===== config.mk =====
export PLATFORM = sky130hd
export DESIGN_NAME = axisMonitor
export DESIGN_NICKNAME = d
export VERILOG_FILES = /design/src/rtl/axisMonPkg.sv /design/src/rtl/axisMonitor.sv /design/src/rtl/violationRecorder.sv /design/src/rtl/streamStatistics.sv /design/src/rtl/readyWaitTimer.sv /design/src/rtl/handshakeChecker.sv
export VERILOG_INCLUDE_DIRS = /design/src /design/src/rtl
export SDC_FILE = /design/constraint.sdc
export NUM_CORES = 1
export LEC_CHECK = 0
export BUFFER_PORTS_ARGS = -buffer_cell sky130_fd_sc_hd__buf_4
export CAP_MARGIN = 20
export CORE_ASPECT_RATIO = 0.7
export CORE_MARGIN = 5
export CORE_UTILIZATION = 35
export CTS_CLUSTER_SIZE = 16
export DETAILED_ROUTE_END_ITERATION = 12
export REMOVE_ABC_BUFFERS = 1
export SLEW_MARGIN = 25
export SYNTH_ARGS = -nofsm -noshare
export SYNTH_HDL_FRONTEND = slang
export SYNTH_SLANG_ARGS = --single-unit

===== constraint.sdc =====
create_clock -name ACLK -period 3.3 [get_ports ACLK]
set_input_delay 0.165 -clock ACLK [delete_from_list [all_inputs] [get_ports ACLK]]
set_output_delay 0.165 -clock ACLK [all_outputs]
set_load 0.02 [all_outputs]

===== src/rtl/axisMon_settings.svh =====
// width and limit macros of the AXI4-Stream monitor
`ifndef AXISMON_SETTINGS_SVH
`define AXISMON_SETTINGS_SVH

// stream geometry
`define AXIS_DATA_BYTES 4                          // TDATA width in bytes
`define AXIS_DATA_WIDTH (8 * `AXIS_DATA_BYTES)     // TDATA width in bits
`define AXIS_ID_WIDTH 8                            // TID, 8 is the recommended maximum
`define AXIS_DEST_WIDTH 4                          // TDEST, 4 is the recommended maximum
`define AXIS_USER_WIDTH 4                          // TUSER sideband

// TREADY wait rule
// a stall is TVALID high with TREADY low, the rule tolerates this many in a row
`define AXIS_MAX_WAITS 16
// stall counter runs up to AXIS_MAX_WAITS + 1 and then saturates
`define AXIS_WAIT_WIDTH ($clog2(`AXIS_MAX_WAITS + 2))

// statistics
`define AXIS_COUNT_WIDTH 16                        // each counter wraps at this width

`endif

===== src/rtl/axisMonPkg.sv =====
// payload, violation flag and statistics counter types of the AXI4-Stream monitor
`include "axisMon_settings.svh"

package axisMonPkg;

   // one bit per byte lane
   typedef logic [`AXIS_DATA_BYTES-1:0] axisStrb_t;

   // everything the source must hold stable while a transfer waits
   typedef struct packed {
      logic [`AXIS_DATA_WIDTH-1:0] data;   // TDATA
      axisStrb_t                   strb;   // TSTRB, byte is data (1) or position (0)
      axisStrb_t                   keep;   // TKEEP, byte is kept (1) or null (0)
      logic                        last;   // TLAST, packet boundary
      logic [`AXIS_ID_WIDTH-1:0]   id;     // TID
      logic [`AXIS_DEST_WIDTH-1:0] dest;   // TDEST routing
      logic [`AXIS_USER_WIDTH-1:0] user;   // TUSER sideband
   } axisPayload_t;

   // rule flags, used both as one-cycle events and as sticky outputs
   typedef struct packed {
      logic validDropped;     // TVALID fell before its handshake
      logic payloadChanged;   // payload moved while the transfer waited
      logic reservedStrobe;   // KEEP low with STRB high on some byte
      logic readyTimeout;     // TREADY missing for more than AXIS_MAX_WAITS cycles
      logic validInReset;     // TVALID high in reset or on the first edge out of it
   } violation_t;

   // traffic counters, all wrap
   typedef struct packed {
      logic [`AXIS_COUNT_WIDTH-1:0] transfers;   // TVALID and TREADY handshakes
      logic [`AXIS_COUNT_WIDTH-1:0] packets;     // handshakes with TLAST
      logic [`AXIS_COUNT_WIDTH-1:0] dataBytes;   // bytes with KEEP and STRB both set
   } statistics_t;

endpackage


===== src/rtl/axisMonitor.sv =====
// top level of the passive AXI4-Stream monitor with checkers, timer, counters and recorder
`timescale 1ns/1ns

module axisMonitor
   import axisMonPkg::*;
(
   input  logic         ACLK,
   input  logic         RESET_CHECKS,   // synchronous, active high
   input  axisPayload_t payload,        // TDATA, TSTRB, TKEEP, TLAST, TID, TDEST, TUSER
   input  logic         TVALID,
   input  logic         TREADY,
   input  logic         clearReq,
   output violation_t   violations,     // sticky rule flags
   output statistics_t  statistics,     // traffic counters
   output logic         clearAck
);

   logic       validDropped;    // from handshakeChecker
   logic       payloadChanged;  // from handshakeChecker
   logic       readyTimeout;    // from readyWaitTimer
   logic       reservedStrobe;  // from streamStatistics
   logic       clearPulse;      // recorder to counters
   violation_t events;          // merged pulses, reset rule lives in the recorder

   handshakeChecker handshakeChecker_i (
      .ACLK           (ACLK),
      .RESET_CHECKS   (RESET_CHECKS),
      .payload        (payload),
      .TVALID         (TVALID),
      .TREADY         (TREADY),
      .validDropped   (validDropped),
      .payloadChanged (payloadChanged)
   );

   readyWaitTimer readyWaitTimer_i (
      .ACLK         (ACLK),
      .RESET_CHECKS (RESET_CHECKS),
      .TVALID       (TVALID),
      .TREADY       (TREADY),
      .readyTimeout (readyTimeout)
   );

   streamStatistics streamStatistics_i (
      .ACLK           (ACLK),
      .RESET_CHECKS   (RESET_CHECKS),
      .payload        (payload),
      .TVALID         (TVALID),
      .TREADY         (TREADY),
      .clearPulse     (clearPulse),
      .reservedStrobe (reservedStrobe),
      .statistics     (statistics)
   );

   assign events = '{validDropped: validDropped, payloadChanged: payloadChanged,
                     reservedStrobe: reservedStrobe, readyTimeout: readyTimeout,
                     validInReset: 1'b0};

   violationRecorder violationRecorder_i (
      .ACLK         (ACLK),
      .RESET_CHECKS (RESET_CHECKS),
      .TVALID       (TVALID),
      .events       (events),
      .clearReq     (clearReq),
      .clearAck     (clearAck),
      .clearPulse   (clearPulse),
      .violations   (violations)
   );

endmodule


===== src/rtl/violationRecorder.sv =====
// reset rule check, sticky violation flags and the four-phase clear handshake
`timescale 1ns/1ns

module violationRecorder
   import axisMonPkg::*;
(
   input  logic       ACLK,
   input  logic       RESET_CHECKS,   // synchronous, active high
   input  logic       TVALID,
   input  violation_t events,         // one-cycle pulses from the checkers
   input  logic       clearReq,       // host side of the clear handshake
   output logic       clearAck,
   output logic       clearPulse,     // clearing edge, also zeroes the counters
   output violation_t violations      // sticky flags
);

   logic       resetSeen;     // RESET_CHECKS at the previous edge
   logic       validSeen;     // TVALID at the previous edge
   logic       firstEdge;     // first edge after reset went low
   logic       resetRuleHit;  // TVALID broke the reset rule
   violation_t eventsAll;     // checker pulses plus the reset rule
   violation_t flagsKept;     // flags surviving a clear

   // previous-edge samples of reset and TVALID for the reset rule
   always_ff @(posedge ACLK) begin
      resetSeen <= RESET_CHECKS;
      validSeen <= TVALID;
   end

   assign firstEdge = resetSeen & ~RESET_CHECKS;

   // TVALID at the last reset edge or at the first edge out of reset
   assign resetRuleHit = firstEdge & (validSeen | TVALID);

   always_comb begin
      eventsAll = events;
      eventsAll.validInReset = events.validInReset | resetRuleHit;
   end

   // step 2 of the handshake, request seen and not yet acknowledged
   assign clearPulse = clearReq & ~clearAck;

   assign flagsKept = clearPulse ? '0 : violations;

   always_ff @(posedge ACLK) begin
      if (RESET_CHECKS) begin
         violations <= '0;
         clearAck   <= 1'b0;
      end else begin
         // set wins over clear, events on the clearing edge stay recorded
         violations <= flagsKept | eventsAll;
         if (clearPulse) begin
            clearAck <= 1'b1;               // acknowledge with flags cleared
         end else if (!clearReq) begin
            clearAck <= 1'b0;               // step 4, host dropped the request
         end
      end
   end

   // a held clearReq keeps clearAck high and clears nothing more
   // the monitor never stalls the host, each phase takes one edge

endmodule


===== src/rtl/streamStatistics.sv =====
// reserved TKEEP/TSTRB check with transfer, packet and data-byte counters
`timescale 1ns/1ns
`include "axisMon_settings.svh"

module streamStatistics
   import axisMonPkg::*;
(
   input  logic         ACLK,
   input  logic         RESET_CHECKS,    // synchronous, active high
   input  axisPayload_t payload,
   input  logic         TVALID,
   input  logic         TREADY,
   input  logic         clearPulse,      // zero the counters on this edge
   output logic         reservedStrobe,  // one-cycle event pulse
   output statistics_t  statistics       // wrapping counters
);

   logic        handshake;    // transfer accepted this edge
   axisStrb_t   reservedMask; // lanes with KEEP low and STRB high
   axisStrb_t   dataMask;     // lanes carrying a real data byte
   statistics_t statsBase;    // counters after an optional clear
   statistics_t statsNext;    // counters for the next edge

   // number of set lanes, widened to counter size
   function automatic logic [`AXIS_COUNT_WIDTH-1:0] laneCount(input axisStrb_t mask);
      logic [`AXIS_COUNT_WIDTH-1:0] total;
      total = '0;
      for (int lane = 0; lane < `AXIS_DATA_BYTES; lane++) begin
         total = total + `AXIS_COUNT_WIDTH'(mask[lane]);
      end
      return total;
   endfunction

   assign handshake = TVALID & TREADY;
   assign reservedMask = ~payload.keep & payload.strb;
   assign dataMask = payload.keep & payload.strb;     // position and null bytes drop out

   // KEEP low STRB high is the reserved combination, judged whenever TVALID is up
   assign reservedStrobe = TVALID & (|reservedMask);

   // a clear and a handshake on the same edge leave just that one transfer counted
   always_comb begin
      statsBase = clearPulse ? '0 : statistics;
      statsNext = statsBase;
      if (handshake) begin
         statsNext.transfers = statsBase.transfers + `AXIS_COUNT_WIDTH'(1);
         statsNext.packets = statsBase.packets + `AXIS_COUNT_WIDTH'(payload.last);
         statsNext.dataBytes = statsBase.dataBytes + laneCount(dataMask);
      end
   end

   always_ff @(posedge ACLK) begin
      if (RESET_CHECKS) begin
         statistics <= '0;
      end else begin
         statistics <= statsNext;        // wraps silently at full count
      end
   end

endmodule


===== src/rtl/readyWaitTimer.sv =====
// TREADY wait timer, flags a stall run longer than AXIS_MAX_WAITS cycles
`timescale 1ns/1ns
`include "axisMon_settings.svh"

module readyWaitTimer (
   input  logic ACLK,
   input  logic RESET_CHECKS,   // synchronous, active high
   input  logic TVALID,
   input  logic TREADY,
   output logic readyTimeout    // one pulse per over-long stall run
);

   logic                        stall;       // TVALID waiting on TREADY this edge
   logic [`AXIS_WAIT_WIDTH-1:0] stallCount;  // stall edges seen before this one
   logic                        countFull;   // saturated, run already flagged

   assign stall = TVALID & ~TREADY;
   assign countFull = (stallCount == `AXIS_WAIT_WIDTH'(`AXIS_MAX_WAITS + 1));

   // counts consecutive stall edges, any non-stall edge restarts it
   always_ff @(posedge ACLK) begin
      if (RESET_CHECKS) begin
         stallCount <= '0;
      end else if (!stall) begin
         stallCount <= '0;                              // handshake or idle ends the run
      end else if (!countFull) begin
         stallCount <= stallCount + `AXIS_WAIT_WIDTH'(1);
      end
   end

   // fires on the (AXIS_MAX_WAITS+1)th stall edge in a row
   // after that the counter sits at full and the pulse stays low
   assign readyTimeout = stall & (stallCount == `AXIS_WAIT_WIDTH'(`AXIS_MAX_WAITS));

endmodule


===== src/rtl/handshakeChecker.sv =====
// handshake rule checker for dropped TVALID and unstable payload during a stall
`timescale 1ns/1ns

module handshakeChecker
   import axisMonPkg::*;
(
   input  logic         ACLK,
   input  logic         RESET_CHECKS,     // synchronous, active high
   input  axisPayload_t payload,          // observed payload of the link
   input  logic         TVALID,
   input  logic         TREADY,
   output logic         validDropped,     // one-cycle event pulse
   output logic         payloadChanged    // one-cycle event pulse
);

   logic         waiting;      // previous edge saw TVALID without TREADY
   logic         payloadDiff;  // payload differs from the copy
   axisPayload_t payloadQ;     // payload as sampled at the previous edge

   // a transfer is pending from the edge where TVALID is seen without TREADY
   // until the edge where both are high
   always_ff @(posedge ACLK) begin
      if (RESET_CHECKS) begin
         waiting <= 1'b0;                 // no pending transfer out of reset
      end else begin
         waiting <= TVALID & ~TREADY;     // stall sampled, rules apply next edge
      end
   end

   // copy of the payload for the stability compare
   always_ff @(posedge ACLK) begin
      payloadQ <= payload;
   end

   // whole struct compare covers TDATA, TSTRB, TKEEP, TLAST, TID, TDEST, TUSER
   assign payloadDiff = (payload != payloadQ);

   // pending transfer lost its TVALID before TREADY came
   assign validDropped = waiting & ~TVALID;

   // TVALID still up but the source moved data or control
   // a change at the handshake edge itself also counts, the value was not yet taken
   assign payloadChanged = waiting & TVALID & payloadDiff;

   // one copy of the payload per edge keeps the compare exact to the cycle,
   // a single changed field in any of the seven signals is enough
   // both pulses depend on the pending bit, so a clean idle link never fires them

endmodule


==> results by group <==
Clocking
  • CTS root buf: clkbuf_16
  • CTS clock-pin slew for the worst setup and hold paths: 0.05 ns
  • Post-CTS Setup Inserts: 0
  • # clock sinks: 119
  • Clk buf depth: 2
  • Htree depth: 4
  • Number of CTS-inserted buffers: 17
  • CTS tree: built
  • Clk_lat worst skew: 0.40 ns

Cells and area
  • ANT cells: 0
  • Multi-input gate area: 2240 sq um
  • Layout Utilization: 52.7%
  • Register area: 2380 sq um
  • Fillers: 1196
  • Fraction of layout cells with a size suffix above 1: 23.4%
  • Final #Nets: 742
  • Layout area overhead: 46.7%

Critical path
  • Crit. End Element: flop
  • CP Class: primary input to flop
  • Data required, critical path: 3.62 ns
  • Worst setup SP type: primary input
  • Crit path DAT: 3.47 ns
  • Worst reg2reg setup slack: 0.38 ns
  • Crit path from: payload[21]
  • CP Max Fanout: 6
  • R2R cell count: 10
  • Reg-to-reg critical path startpoint: violationRecorder_i.clearAck
  • Reg-to-Reg End: streamStatistics_i.statistics[15]

Timing
  • PnR worst setup slack: between 0.1 and 0.15 ns
  • FMAX: approximately 320 MHz
  • Actual slew at the worst max-slew pin: 0.631 ns
  • Skew final: 0.0118 ns
  • Period minus WS final: 3.15 ns
  • Fin Setup TNS: 0 ns
  • RSZ-0062 raised after global routing: no
  • Final hold violations: 0
  • Slew Viols, Final: 0
  • Period utilisation layout: 95.5%
  • Setup Viol. Count Final: 0
  • Slew HR: 58.0%

Job
  • Max-capacitance violation count: 0

Power and ir drop
  • Sw Ratio: between 20% and 30%
  • VDD IR max: approximately 0.31 mV
  • Logic pwr share: 8.3%
  • Switch Pwr: 0.800 mW
  • Int Power: 2.74 mW
  • Post-layout power: roughly 3.5 mW
  • Sequential fraction of design power: 42.5%
  • Pleak: 2.69 nW
  • Pwr Density: 511 nW/um^2
  • Clock Power Share: 49.1%

Route
  • Final ANT Viol Nets: 0
  • First-pass iteration count of the detailed router: 4
  • DR WL/cell: 13.8 microns
  • Initial DRC count: 150
  • # DRC: 0
  • Routed WL: 11.9 mm
  • Routed via count: 3948
  • Via/cell ratio: ~4.6

Placement
  • GP Congestion: 0.772
  • Final HPWL DP: 8.41 mm
  • Pre-CTS setup slack: 0.317 ns
  • I/O Buffers: 115

Global routing
  • Largest net degree at the start of global routing: 33
  • Tot GR Track Use: 15.7%
  • Vias in the first global route: 4076
  • First-pass GRT wire length: around 20 mm
  • Initial antenna violation count: 0
  • Gr ovfl total: 0

Worst hold path
  • Hold WC Path Type: primary input to flop
  • HP Start: RESET_CHECKS
  • Depth of the worst hold-timing path: 1
  • Worst hold path endpoint: violationRecorder_i.resetSeen

Floorplanning
  • CORE AREA: 13200 sq um
  • Die width: around 150 microns
  • Top Ports: 116
  • Row cnt: 35
  • Die H: 107 microns
  • Die area: ~16000 sq um
  • Starting density of the core: 35.9%

Synth
  • Top cell type's share of synthesized area: 50.3%
  • Library cells used by synthesis: 42
  • Synth Cell Area: 4730 sq um
  • Cells after Synth: 487
  • Post-Syn Area per Cell: between 9 and 10 sq um
  • Yosys warnings: 0
  • Seq cells post-synth: 119
  • Largest cells by area after synthesis: dfxtp_1 (50%), xnor2_1 (16%), nor2_1 (4.3%), nand4_1 (3.3%), nand2_1 (3.2%)
  • Dominant cell type by area after synthesis: dfxtp_1
  • Post-synthesis sequential area ratio: between 50% and 60%

Status
  • Status: completed
==> placed cells by master, fill, tap and decap left out, drive strengths merged, types with 20 or more instances in the layout <==
| cell | instances |
|---|---|
| dfxtp | 119 |
| buf | 116 |
| xnor2 | 85 |
| dlygate4sd3 | 59 |
| nor2 | 54 |
| nand2 | 40 |
| nand4 | 26 |
| a21oi | 21 |
| clkbuf | 20 |
==> worst max-delay path: stages <==
cell and delay (ns):
dlygate4sd3_1 0.55, buf_4 0.15, and2_1 0.15, ha_1 0.32
fa_1 0.55, ha_1 0.18, fa_1 0.21, a21oi_1 0.09
or4_1 0.55, or3_1 0.40, a21oi_1 0.14
==> synthesized netlist by cell type (all sizes together) <==
cell,instances
nor4b,1
nand2,40
or4,3
and2,14
nand4,26
nor4,13
a21o,1
and2b,1
nand4bb,1
dfxtp,119
nor3,9
clkbuf,10
a31o,2
o31ai,1
or3,8
nand3,13
ha,11
and3,1
xor2,9
clkinv,1
xnor2,85
a21oi,21
o22ai,2
nor3b,2
nand2b,3
fa,2
nor2,54
o21ai,8
a211oi,1
inv,14
a32o,2
nor2b,3
and4,2
buf,4
==> layout make-up <==
class	count	area share [%]
Clock inverter	12	1.48
Tap cell	185	3.34
Inverter	15	0.811
Clock buffer	20	6.72
Multi-Input combinational cell	339	32.3
Timing Repair Buffer	175	21.1
Sequential cell	119	34.3
==> what timing repair did <==
item,CTS,global route
resized for setup,0,2
hold endpoints to repair,59,0
hold buffers,59,0
endpoints found under the setup margin,0,2
==> cells by family after synthesis <==
logic type | Yosys count | share of synthesized area, %
fa+ha+maj | 13 | 3.75
simple gates | 194 | 21.3
compound gates | 38 | 4.60
xor+xnor | 94 | 17.4
buf+inv | 29 | 2.59
flops | 119 | 50.3
==> metrics by stage <==
stage	hold slack (ns)	instance area, sq um	std cells
after floorplan	0.193	4670	473
after global placement	0.285	5770	774
after detailed placement	0.286	5770	774
after CTS	0.0800	6930	865
after global routing	0.0891	6940	865
final	0.104	6940	865
==> power by group through the flow <==
stage | clock, mW | combinational, mW | sequential (mW)
final | 1.74 | 0.296 | 1.51
after global routing | 1.86 | 0.326 | 1.51
after CTS | 1.79 | 0.298 | 1.51
after detailed placement | 0 | 0.240 | 1.54
after global placement | 0 | 0.236 | 1.54
after floorplan | 0 | 0.113 | 1.54
==> sequential cells by signal, summed over array words and instances (netlist names) <==
| name | cells |
|---|---|
| handshakeChecker_i.payloadQ | 57 |
| streamStatistics_i.statistics | 48 |
| readyWaitTimer_i.stallCount | 5 |
| violationRecorder_i.violations | 5 |
| handshakeChecker_i.waiting | 1 |
| violationRecorder_i.clearAck | 1 |
| violationRecorder_i.resetSeen | 1 |
| violationRecorder_i.validSeen | 1 |
==> per-layer routing <==
metal  vias up  GRT usage [%]  share of wire (%)
met5         -              0                  0
met4         0           5.23                1.4
met3        17           5.43                5.8
met2        86           24.2                 44
met1      1834           20.5                 49
li1       2011              -                  -
==> worst max-delay path by stage <==
stage / end / depth (start not counted)
2_1_floorplan: streamStatistics_i.statistics[14] / 10
3_3_place_gp: streamStatistics_i.statistics[14] / 11
3_5_place_dp: streamStatistics_i.statistics[14] / 11
4_1_cts: streamStatistics_i.statistics[14] / 12
5_1_grt: streamStatistics_i.statistics[14] / 12
6_report: streamStatistics_i.statistics[8] / 11
Note: power is estimated with default switching activity, not from simulation.
